==> config.mk <==
export PLATFORM = sky130hd
export DESIGN_NAME = cw_top
export DESIGN_NICKNAME = d
export VERILOG_FILES = /design/src/hdl/cw_pkg.sv /design/src/hdl/cw_top.sv /design/src/hdl/reg_target_io.sv /design/src/hdl/reg_userio.sv /design/src/hdl/status_leds.sv /design/src/hdl/target_pin_drive.sv /design/src/hdl/usb_reg_bus.sv
export SDC_FILE = /design/constraint.sdc
export NUM_CORES = 1
export LEC_CHECK = 0
export BUFFER_PORTS_ARGS = -buffer_cell sky130_fd_sc_hd__buf_2
export CELL_PAD_IN_SITES_DETAIL_PLACEMENT = 0
export CELL_PAD_IN_SITES_GLOBAL_PLACEMENT = 1
export CORE_MARGIN = 2
export CORE_UTILIZATION = 45
export CTS_BUF_LIST = sky130_fd_sc_hd__clkbuf_2
export CTS_CLUSTER_DIAMETER = 60
export CTS_CLUSTER_SIZE = 16
export DETAILED_ROUTE_END_ITERATION = 8
export PLACE_DENSITY = 0.78
export SYNTH_ARGS = -nofsm -noshare
export SYNTH_HDL_FRONTEND = slang
export SYNTH_HIERARCHICAL = 1
export SYNTH_SLANG_ARGS = --single-unit
==> constraint.sdc <==
create_clock -name clk_usb_i -period 2.1 [get_ports clk_usb_i]
set_input_delay 0.315 -clock clk_usb_i [delete_from_list [all_inputs] [get_ports clk_usb_i]]
set_output_delay 0.315 -clock clk_usb_i [all_outputs]
set_load 0.03 [all_outputs]
==> src/hdl/cw_pkg.sv <==
`default_nettype none

package cw_pkg;

   localparam int USERIO_WIDTH   = 8;
   localparam int SYNC_STAGES    = 2;   // Strobe and pin input synchronizer depth
   localparam int FLASH_BIT      = 4;   // Counter bit for the error flash rate
   localparam int STATUS_ERR_BIT = 0;
   localparam int STATUS_PLL_BIT = 1;

   // Register map, one byte per register
   typedef enum logic [7:0] {
      TARGET_IO   = 8'h10,
      TARGET_PWR  = 8'h11,
      USERIO_DIR  = 8'h20,
      USERIO_DATA = 8'h21,
      USERIO_IN   = 8'h22,   // Read only
      STATUS      = 8'h30
   } reg_addr_e;

   // Internal register bus, rd and wr are single cycle pulses
   typedef struct packed {
      reg_addr_e   addr;
      logic [7:0]  wdata;
      logic        rd;
      logic        wr;
   } reg_bus_t;

   // Target pin control, same bit order as the TARGET_IO byte below power_off
   typedef struct packed {
      logic power_off;
      logic avrprog_en;
      logic nrst_en;
      logic nrst_val;
      logic pdid_en;
      logic pdid_val;
      logic pdic_en;
      logic pdic_val;
   } target_ctrl_t;

endpackage

`default_nettype wire

==> src/hdl/cw_top.sv <==
`timescale 1ns/1ps
`default_nettype none

module cw_top
   import cw_pkg::*;
(
   input  wire logic                     clk_usb_i,
   input  wire logic                     rst_i,

   // Host register bus
   input  wire logic [7:0]               usb_addr_i,
   input  wire logic [7:0]               usb_data_i,
   output logic      [7:0]               usb_data_o,
   output logic                          usb_data_oe_o,
   input  wire logic                     usb_rdn_i,
   input  wire logic                     usb_wrn_i,
   input  wire logic                     usb_cen_i,

   input  wire logic                     pll_status_i,
   output logic                          led_adc_o,
   output logic                          led_glitch_o,

   input  wire logic [USERIO_WIDTH-1:0]  userio_d_i,
   output logic      [USERIO_WIDTH-1:0]  userio_d_o,
   output logic      [USERIO_WIDTH-1:0]  userio_oe_o,

   // Target programming pins
   input  wire logic                     sam_mosi_i,
   input  wire logic                     sam_spck_i,
   output logic                          sam_miso_o,
   output logic                          sam_miso_oe_o,
   input  wire logic                     target_miso_i,
   output logic                          target_mosi_o,
   output logic                          target_sck_o,
   output logic                          target_spi_oe_o,
   output logic                          target_nrst_o,
   output logic                          target_nrst_oe_o,
   output logic                          target_pdid_o,
   output logic                          target_pdid_oe_o,
   output logic                          target_pdic_o,
   output logic                          target_pdic_oe_o,
   output logic                          target_poweron_o
);

   reg_bus_t     reg_bus;
   target_ctrl_t target_ctrl;
   logic [7:0]   read_data;
   logic [7:0]   read_data_target;
   logic [7:0]   read_data_userio;
   logic [7:0]   read_data_status;

   // Blocks return zero for addresses they do not own
   assign read_data = read_data_target | read_data_userio | read_data_status;

   usb_reg_bus U_usb_reg_bus (
      .clk_usb_i     (clk_usb_i),
      .rst_i         (rst_i),
      .usb_addr_i    (usb_addr_i),
      .usb_data_i    (usb_data_i),
      .usb_rdn_i     (usb_rdn_i),
      .usb_wrn_i     (usb_wrn_i),
      .usb_cen_i     (usb_cen_i),
      .read_data_i   (read_data),
      .usb_data_o    (usb_data_o),
      .usb_data_oe_o (usb_data_oe_o),
      .reg_bus_o     (reg_bus)
   );

   reg_target_io U_reg_target_io (
      .clk_usb_i     (clk_usb_i),
      .rst_i         (rst_i),
      .reg_bus_i     (reg_bus),
      .read_data_o   (read_data_target),
      .target_ctrl_o (target_ctrl)
   );

   target_pin_drive U_target_pin_drive (
      .target_ctrl_i    (target_ctrl),
      .sam_mosi_i       (sam_mosi_i),
      .sam_spck_i       (sam_spck_i),
      .target_miso_i    (target_miso_i),
      .target_nrst_o    (target_nrst_o),
      .target_nrst_oe_o (target_nrst_oe_o),
      .target_pdid_o    (target_pdid_o),
      .target_pdid_oe_o (target_pdid_oe_o),
      .target_pdic_o    (target_pdic_o),
      .target_pdic_oe_o (target_pdic_oe_o),
      .target_mosi_o    (target_mosi_o),
      .target_sck_o     (target_sck_o),
      .target_spi_oe_o  (target_spi_oe_o),
      .sam_miso_o       (sam_miso_o),
      .sam_miso_oe_o    (sam_miso_oe_o),
      .target_poweron_o (target_poweron_o)
   );

   reg_userio U_reg_userio (
      .clk_usb_i   (clk_usb_i),
      .rst_i       (rst_i),
      .reg_bus_i   (reg_bus),
      .userio_d_i  (userio_d_i),
      .userio_d_o  (userio_d_o),
      .userio_oe_o (userio_oe_o),
      .read_data_o (read_data_userio)
   );

   status_leds U_status_leds (
      .clk_usb_i    (clk_usb_i),
      .rst_i        (rst_i),
      .reg_bus_i    (reg_bus),
      .pll_status_i (pll_status_i),
      .read_data_o  (read_data_status),
      .led_adc_o    (led_adc_o),
      .led_glitch_o (led_glitch_o)
   );

endmodule

`default_nettype wire

==> src/hdl/reg_target_io.sv <==
`timescale 1ns/1ps
`default_nettype none

module reg_target_io
   import cw_pkg::*;
(
   input  wire logic         clk_usb_i,
   input  wire logic         rst_i,
   input  wire reg_bus_t     reg_bus_i,
   output logic       [7:0]  read_data_o,
   output target_ctrl_t      target_ctrl_o
);

   logic [7:0] io_q;    // Bit 7 is a spare scratch bit
   logic [7:0] pwr_q;   // Bit 0 is power_off, upper bits scratch

   always_ff @(posedge clk_usb_i) begin
      if (rst_i) begin
         io_q  <= 8'h00;
         pwr_q <= 8'h00;   // Target powered after reset
      end else if (reg_bus_i.wr) begin
         case (reg_bus_i.addr)
            TARGET_IO:  io_q  <= reg_bus_i.wdata;
            TARGET_PWR: pwr_q <= reg_bus_i.wdata;
            default: ;
         endcase
      end
   end

   // Readback
   always_ff @(posedge clk_usb_i) begin
      if (rst_i)
         read_data_o <= 8'h00;
      else if (reg_bus_i.rd) begin
         case (reg_bus_i.addr)
            TARGET_IO:  read_data_o <= io_q;
            TARGET_PWR: read_data_o <= pwr_q;
            default:    read_data_o <= 8'h00;   // Not ours
         endcase
      end
   end

   assign target_ctrl_o = target_ctrl_t'({pwr_q[0], io_q[6:0]});

endmodule

`default_nettype wire

==> src/hdl/reg_userio.sv <==
`timescale 1ns/1ps
`default_nettype none

module reg_userio
   import cw_pkg::*;
(
   input  wire logic                     clk_usb_i,
   input  wire logic                     rst_i,
   input  wire reg_bus_t                 reg_bus_i,
   input  wire logic [USERIO_WIDTH-1:0]  userio_d_i,
   output logic      [USERIO_WIDTH-1:0]  userio_d_o,
   output logic      [USERIO_WIDTH-1:0]  userio_oe_o,
   output logic      [7:0]               read_data_o
);

   logic [USERIO_WIDTH-1:0] dir_q;    // 1 drives the pin
   logic [USERIO_WIDTH-1:0] data_q;
   logic [USERIO_WIDTH-1:0] in_sync [SYNC_STAGES];

   always_ff @(posedge clk_usb_i) begin
      if (rst_i) begin
         dir_q  <= '0;
         data_q <= '0;
      end else if (reg_bus_i.wr) begin
         case (reg_bus_i.addr)
            USERIO_DIR:  dir_q  <= reg_bus_i.wdata[USERIO_WIDTH-1:0];
            USERIO_DATA: data_q <= reg_bus_i.wdata[USERIO_WIDTH-1:0];
            default: ;
         endcase
      end
   end

   // Header pins are asynchronous to the bus clock
   always_ff @(posedge clk_usb_i) begin
      in_sync[0] <= userio_d_i;
      for (int i = 1; i < SYNC_STAGES; i++)
         in_sync[i] <= in_sync[i-1];
   end

   always_ff @(posedge clk_usb_i) begin
      if (rst_i)
         read_data_o <= 8'h00;
      else if (reg_bus_i.rd) begin
         case (reg_bus_i.addr)
            USERIO_DIR:  read_data_o <= 8'(dir_q);
            USERIO_DATA: read_data_o <= 8'(data_q);
            USERIO_IN:   read_data_o <= 8'(in_sync[SYNC_STAGES-1]);
            default:     read_data_o <= 8'h00;
         endcase
      end
   end

   assign userio_oe_o = dir_q;
   assign userio_d_o  = data_q & dir_q;   // Undriven bits held low

endmodule

`default_nettype wire

==> src/hdl/status_leds.sv <==
`timescale 1ns/1ps
`default_nettype none

module status_leds
   import cw_pkg::*;
(
   input  wire logic        clk_usb_i,
   input  wire logic        rst_i,
   input  wire reg_bus_t    reg_bus_i,
   input  wire logic        pll_status_i,
   output logic      [7:0]  read_data_o,
   output logic             led_adc_o,
   output logic             led_glitch_o
);

   logic               err_q;   // Sticky, set by a write nobody owns
   logic [FLASH_BIT:0] flash_cnt;
   logic               flash;

   function automatic logic addr_mapped(input reg_addr_e addr);
      case (addr)
         TARGET_IO, TARGET_PWR, USERIO_DIR, USERIO_DATA, USERIO_IN, STATUS:
            addr_mapped = 1'b1;
         default:
            addr_mapped = 1'b0;
      endcase
   endfunction

   always_ff @(posedge clk_usb_i) begin
      if (rst_i)
         err_q <= 1'b0;
      else if (reg_bus_i.wr) begin
         if (!addr_mapped(reg_bus_i.addr))
            err_q <= 1'b1;
         else if (reg_bus_i.addr == STATUS && reg_bus_i.wdata[STATUS_ERR_BIT])
            err_q <= 1'b0;   // Write 1 to clear
      end
   end

   always_ff @(posedge clk_usb_i) begin
      if (rst_i)
         read_data_o <= 8'h00;
      else if (reg_bus_i.rd) begin
         read_data_o <= 8'h00;
         if (reg_bus_i.addr == STATUS) begin
            read_data_o[STATUS_ERR_BIT] <= err_q;
            read_data_o[STATUS_PLL_BIT] <= pll_status_i;
         end
      end
   end

   // Free running, top bit sets the flash rate
   always_ff @(posedge clk_usb_i) begin
      if (rst_i)
         flash_cnt <= '0;
      else
         flash_cnt <= flash_cnt + 1'b1;
   end

   assign flash = flash_cnt[FLASH_BIT];

   always_ff @(posedge clk_usb_i) begin
      if (rst_i) begin
         led_adc_o    <= 1'b0;
         led_glitch_o <= 1'b0;
      end else begin
         led_adc_o    <= err_q ? flash : ~pll_status_i;
         led_glitch_o <= err_q ? flash : 1'b0;   // Off unless flashing
      end
   end

endmodule

`default_nettype wire

==> src/hdl/target_pin_drive.sv <==
`timescale 1ns/1ps
`default_nettype none

module target_pin_drive
   import cw_pkg::*;
(
   input  wire target_ctrl_t target_ctrl_i,
   input  wire logic         sam_mosi_i,
   input  wire logic         sam_spck_i,
   input  wire logic         target_miso_i,
   output logic              target_nrst_o,
   output logic              target_nrst_oe_o,
   output logic              target_pdid_o,
   output logic              target_pdid_oe_o,
   output logic              target_pdic_o,
   output logic              target_pdic_oe_o,
   output logic              target_mosi_o,
   output logic              target_sck_o,
   output logic              target_spi_oe_o,
   output logic              sam_miso_o,
   output logic              sam_miso_oe_o,
   output logic              target_poweron_o
);

   logic target_highz;   // All target pins float when power is off

   assign target_highz     = target_ctrl_i.power_off;
   assign target_poweron_o = ~target_ctrl_i.power_off;

   // AVR programming holds the target in reset
   assign target_nrst_o    = target_ctrl_i.avrprog_en ? 1'b0 : target_ctrl_i.nrst_val;
   assign target_nrst_oe_o = ~target_highz &
                             (target_ctrl_i.avrprog_en | target_ctrl_i.nrst_en);

   assign target_pdid_o    = target_ctrl_i.pdid_val;
   assign target_pdid_oe_o = ~target_highz & target_ctrl_i.pdid_en;
   assign target_pdic_o    = target_ctrl_i.pdic_val;
   assign target_pdic_oe_o = ~target_highz & target_ctrl_i.pdic_en;

   // SPI from the SAM passes through only while programming
   assign target_mosi_o    = sam_mosi_i;
   assign target_sck_o     = sam_spck_i;
   assign target_spi_oe_o  = ~target_highz & target_ctrl_i.avrprog_en;

   // MISO back to the SAM ignores target power
   assign sam_miso_o       = target_miso_i;
   assign sam_miso_oe_o    = target_ctrl_i.avrprog_en;

endmodule

`default_nettype wire

==> src/hdl/usb_reg_bus.sv <==
`timescale 1ns/1ps
`default_nettype none

module usb_reg_bus
   import cw_pkg::*;
(
   input  wire logic        clk_usb_i,
   input  wire logic        rst_i,
   input  wire logic [7:0]  usb_addr_i,
   input  wire logic [7:0]  usb_data_i,
   input  wire logic        usb_rdn_i,
   input  wire logic        usb_wrn_i,
   input  wire logic        usb_cen_i,
   input  wire logic [7:0]  read_data_i,   // OR of all block read bytes
   output logic      [7:0]  usb_data_o,
   output logic             usb_data_oe_o,
   output reg_bus_t         reg_bus_o
);

   logic [SYNC_STAGES-1:0] rdn_sync;
   logic [SYNC_STAGES-1:0] wrn_sync;
   logic [SYNC_STAGES-1:0] cen_sync;
   logic                   rdn_s;
   logic                   wrn_s;
   logic                   cen_s;
   logic                   rdn_last;
   logic                   wrn_last;
   logic                   rd_pulse;
   logic                   wr_pulse;
   logic                   rd_pulse_d;   // Block read bytes are valid here
   reg_addr_e              addr_q;
   logic [7:0]             wdata_q;

   assign rdn_s = rdn_sync[SYNC_STAGES-1];
   assign wrn_s = wrn_sync[SYNC_STAGES-1];
   assign cen_s = cen_sync[SYNC_STAGES-1];

   // Strobes idle high, so the chain resets to ones
   always_ff @(posedge clk_usb_i) begin
      if (rst_i) begin
         rdn_sync <= '1;
         wrn_sync <= '1;
         cen_sync <= '1;
         rdn_last <= 1'b1;
         wrn_last <= 1'b1;
      end else begin
         rdn_sync <= {rdn_sync[SYNC_STAGES-2:0], usb_rdn_i};
         wrn_sync <= {wrn_sync[SYNC_STAGES-2:0], usb_wrn_i};
         cen_sync <= {cen_sync[SYNC_STAGES-2:0], usb_cen_i};
         rdn_last <= rdn_s;
         wrn_last <= wrn_s;
      end
   end

   // Falling edge detect, qualified by chip enable
   always_ff @(posedge clk_usb_i) begin
      if (rst_i) begin
         rd_pulse   <= 1'b0;
         wr_pulse   <= 1'b0;
         rd_pulse_d <= 1'b0;
      end else begin
         rd_pulse   <= rdn_last & ~rdn_s & ~cen_s;
         wr_pulse   <= wrn_last & ~wrn_s & ~cen_s;
         rd_pulse_d <= rd_pulse;
      end
   end

   // Host keeps address and data stable while the strobe is low
   always_ff @(posedge clk_usb_i) begin
      addr_q  <= reg_addr_e'(usb_addr_i);
      wdata_q <= usb_data_i;
   end

   always_ff @(posedge clk_usb_i) begin
      if (rst_i)
         usb_data_o <= 8'h00;
      else if (rd_pulse_d)
         usb_data_o <= read_data_i;   // Held until the next read
   end

   assign usb_data_oe_o = ~rdn_s & ~cen_s;

   assign reg_bus_o = '{addr: addr_q, wdata: wdata_q, rd: rd_pulse, wr: wr_pulse};

endmodule

`default_nettype wire

==> results.toml <==
[die]
core-area_sq_mm = 0.00924
die_w_um = 101
io_pins = 72
dieHeight_um = 101
dieArea_sq_mm = 0.0103
placement_rows = 35
start_util_pct = 46.2

[power_and_ir_drop]
power.density_mw_per_mm2 = 642
peakVddDrop_uv = 321
p_leak_nw = 2.12

[cells_and_area]
area_growth_pct = 17.0
fillCellCount = 844
drive_above_1_share_pct = 24.5
final_common_cell = "dfxtp_1"
antenna_cells = 0
final_cell_mix = "dfxtp_1, buf_2, nand2b_1"
layout.nets = 511

[logic_synthesis]
synth.distinct_cells = 43
synth_edf_count = 0
synthFlopType = "dfxtp_1"
netlist_area_sq_mm = 0.00427
ys_seq_area_share_pct = 51.1
avgSynthCellArea_sq_um = 10.8
netlist_instances = 395
async_reset_ff_share_pct = 0
yosys_warnings = 6
synth-seq-cells = 109

[timing]
post-route-min-period_ns = 1.89
tightest_slew_ns = 0.768
fin_crit_sh_pct = 89.9
relSlewSlack_pct = 48.7
tns_ns = 0
rsz0062_at_grt = "false"
setup_viol = 0
hold_violations = 0
report.final.slew_viol_count = 0
finClkSkew_ns = 0.0332
holdWs_ns = 0.183
fmax_ghz = 0.530

[clock_tree]
cts_tree = "yes"
clock_path_buffers = 2
clk_root_buffer_cell = "clkbuf_2"
cts_max_level = 3
clk_latency_ns = 0.58
cts_buffers = 9
postCtsSetupBuffers = 0
clock_sinks = 109
clk_pin_slew_worst_paths_ns = 0.30

[global_route]
grt_max_degree = 37
first_global_vias = 2832
grt-ovfl-total = 0
antenna_found_initial = 0
grt_pass1_wl_um = 14300
grtUsageTotal_pct = 18.2

[route]
drcViolationCount = 0
vias = 2967
drtAntennaViolNets = 0
wl_per_cell_um = 14.6
wirelength_um = 8910
routed_via_density = 4.86
drtIter0Drc = 96
drtPass1Iterations = 4

[worst_setup_path]
cp-end-kind = "flip-flop"
critPathMaxStageDelay_ns = 0.59
critPathSlowestCell = "or3_1"
cp_cell_sequence = "or4b_4 -> or3_1 -> mux2i_1"
start_kind = "flip-flop"
required_ns = 2.56
cp_max_fo = 8
critPathKind = "flip-flop to flip-flop"
arrival_ns = 2.35

[place]
port_buffers = 65
gp_congestion = 0.818
hpwlAfterDp_um = 6110

[run]
maxCapViolCount = 0

[worst_hold_path]
hold_path.class = "primary input to flip-flop"

[run_status]
status = "complete, no violations"
kinds of logic after synthesis:
| group | after synthesis | synth area share [%] |
|---|---|---|
| fa+ha+maj | 1 | 0.293 |
| xor+xnor | 3 | 0.615 |
| buf+inv | 42 | 6.21 |
| flops | 109 | 51.1 |
| other cells | 1 | 0.0878 |
| mux | 56 | 13.6 |
| compound gates | 34 | 5.42 |
| simple gates | 149 | 22.7 |
worst paths after layout:
| path | end | cells past startpoint | startpoint | slack, ns |
|---|---|---|---|---|
| hold reg to reg | U_reg_userio/in_sync[0][12] | 0 | U_reg_userio/in_sync[0][4] | 0.35 |
| setup / recovery | U_reg_userio/data_q[3] | 3 | U_usb_reg_bus/addr_q[7] | 0.21 |
| setup reg to reg | U_reg_userio/data_q[3] | 3 | U_usb_reg_bus/addr_q[7] | 0.21 |
| hold / removal | U_usb_reg_bus/usb_data_o[1] | 2 | rst_i | 0.18 |
where the power goes:
part | switching, W | leakage [nW] | internal (W)
combinational | 0.0000884 | 1.17 | 0.000111
sequential | 0.0000318 | 0.893 | 0.00212
clock | 0.000690 | 0.0600 | 0.000163
total | 0.000811 | 2.12 | 0.00240
synthesized netlist by cell type (3+ instances only):
| cell type | number | area share (%) |
|---|---|---|
| a21oi_1 | 12 | 1.4 |
| a221oi_1 | 8 | 1.6 |
| a31oi_1 | 8 | 1.2 |
| and2_1 | 8 | 1.2 |
| buf_4 | 24 | 4.2 |
| clkbuf_1 | 8 | 0.70 |
| dfxtp_1 | 109 | 51 |
| inv_1 | 4 | 0.35 |
| mux2_1 | 3 | 0.79 |
| mux2_2 | 13 | 3.4 |
| mux2i_1 | 40 | 9.4 |
| nand2b_1 | 59 | 8.6 |
| nand3_1 | 3 | 0.35 |
| nand4_1 | 10 | 1.5 |
| nor2_1 | 17 | 1.5 |
| nor2b_1 | 15 | 2.2 |
| nor3_1 | 8 | 0.94 |
| nor3b_2 | 3 | 0.88 |
| or2_1 | 3 | 0.44 |
| or2_2 | 4 | 0.59 |
| or3_1 | 9 | 1.3 |
routing by layer:
| metal | vias up | share of wire, % | track usage (%) |
|---|---|---|---|
| met1 | 1388 | 47 | 24.1 |
| met3 | 15 | 4.0 | 2.76 |
| met5 | - | 0 | 0 |
| met2 | 69 | 47 | 29.6 |
| met4 | 0 | 1.9 | 7.59 |
| li1 | 1495 | - | - |
registers in the layout, summed over array words and instances, names as in the netlist, 5 cells and up:
register,cells
U_reg_userio/in_sync,16
U_reg_target_io/io_q,8
U_usb_reg_bus/usb_data_o,8
U_usb_reg_bus/wdata_q,8
U_reg_userio/read_data_o,8
U_reg_target_io/pwr_q,8
U_reg_userio/data_q,8
U_reg_userio/userio_oe_o,8
U_status_leds/flash_cnt,5
U_usb_reg_bus/addr_q,8
U_reg_target_io/read_data_o,8
repair_timing:
action | CTS | global route
resized for setup | 0 | 0
hold buffers | 28 | 0
hold endpoints to repair | 29 | 0
cell type report:
cell class / count / area [sq um] / share of cell area, %
repair buffers: 104 / 701 / 14.0
flip-flops and latches: 109 / 2180 / 43.7
clock buffers: 9 / 45.0 / 0.902
multi-input cells: 249 / 1840 / 36.9
clock inverters: 7 / 50.0 / 1.00
well taps: 129 / 161 / 3.23
inverters: 4 / 15.0 / 0.301
metrics by stage:
stage / utilization (%) / total power, W / std cells / cell area (sq um) / setup WS (ns)
2_1_floorplan: - / 0.00230 / 400 / 4290 / 0.458
3_3_place_gp: 50.0 / 0.00235 / 567 / 4620 / 0.279
3_5_place_dp: 50.0 / 0.00235 / 567 / 4620 / 0.233
4_1_cts: 54.1 / 0.00325 / 611 / 5000 / 0.173
5_1_grt: 54.1 / 0.00336 / 611 / 5000 / 0.113
6_report: 54.1 / 0.00321 / 611 / 5000 / 0.212
critical path, delay by kind of cell, from the launching register on:
family,cells,cell delay [ns]
and+or+nand+nor,2,1.15
DFF,1,0.45
muxes,1,0.19
(Power assumes the default switching activity.)
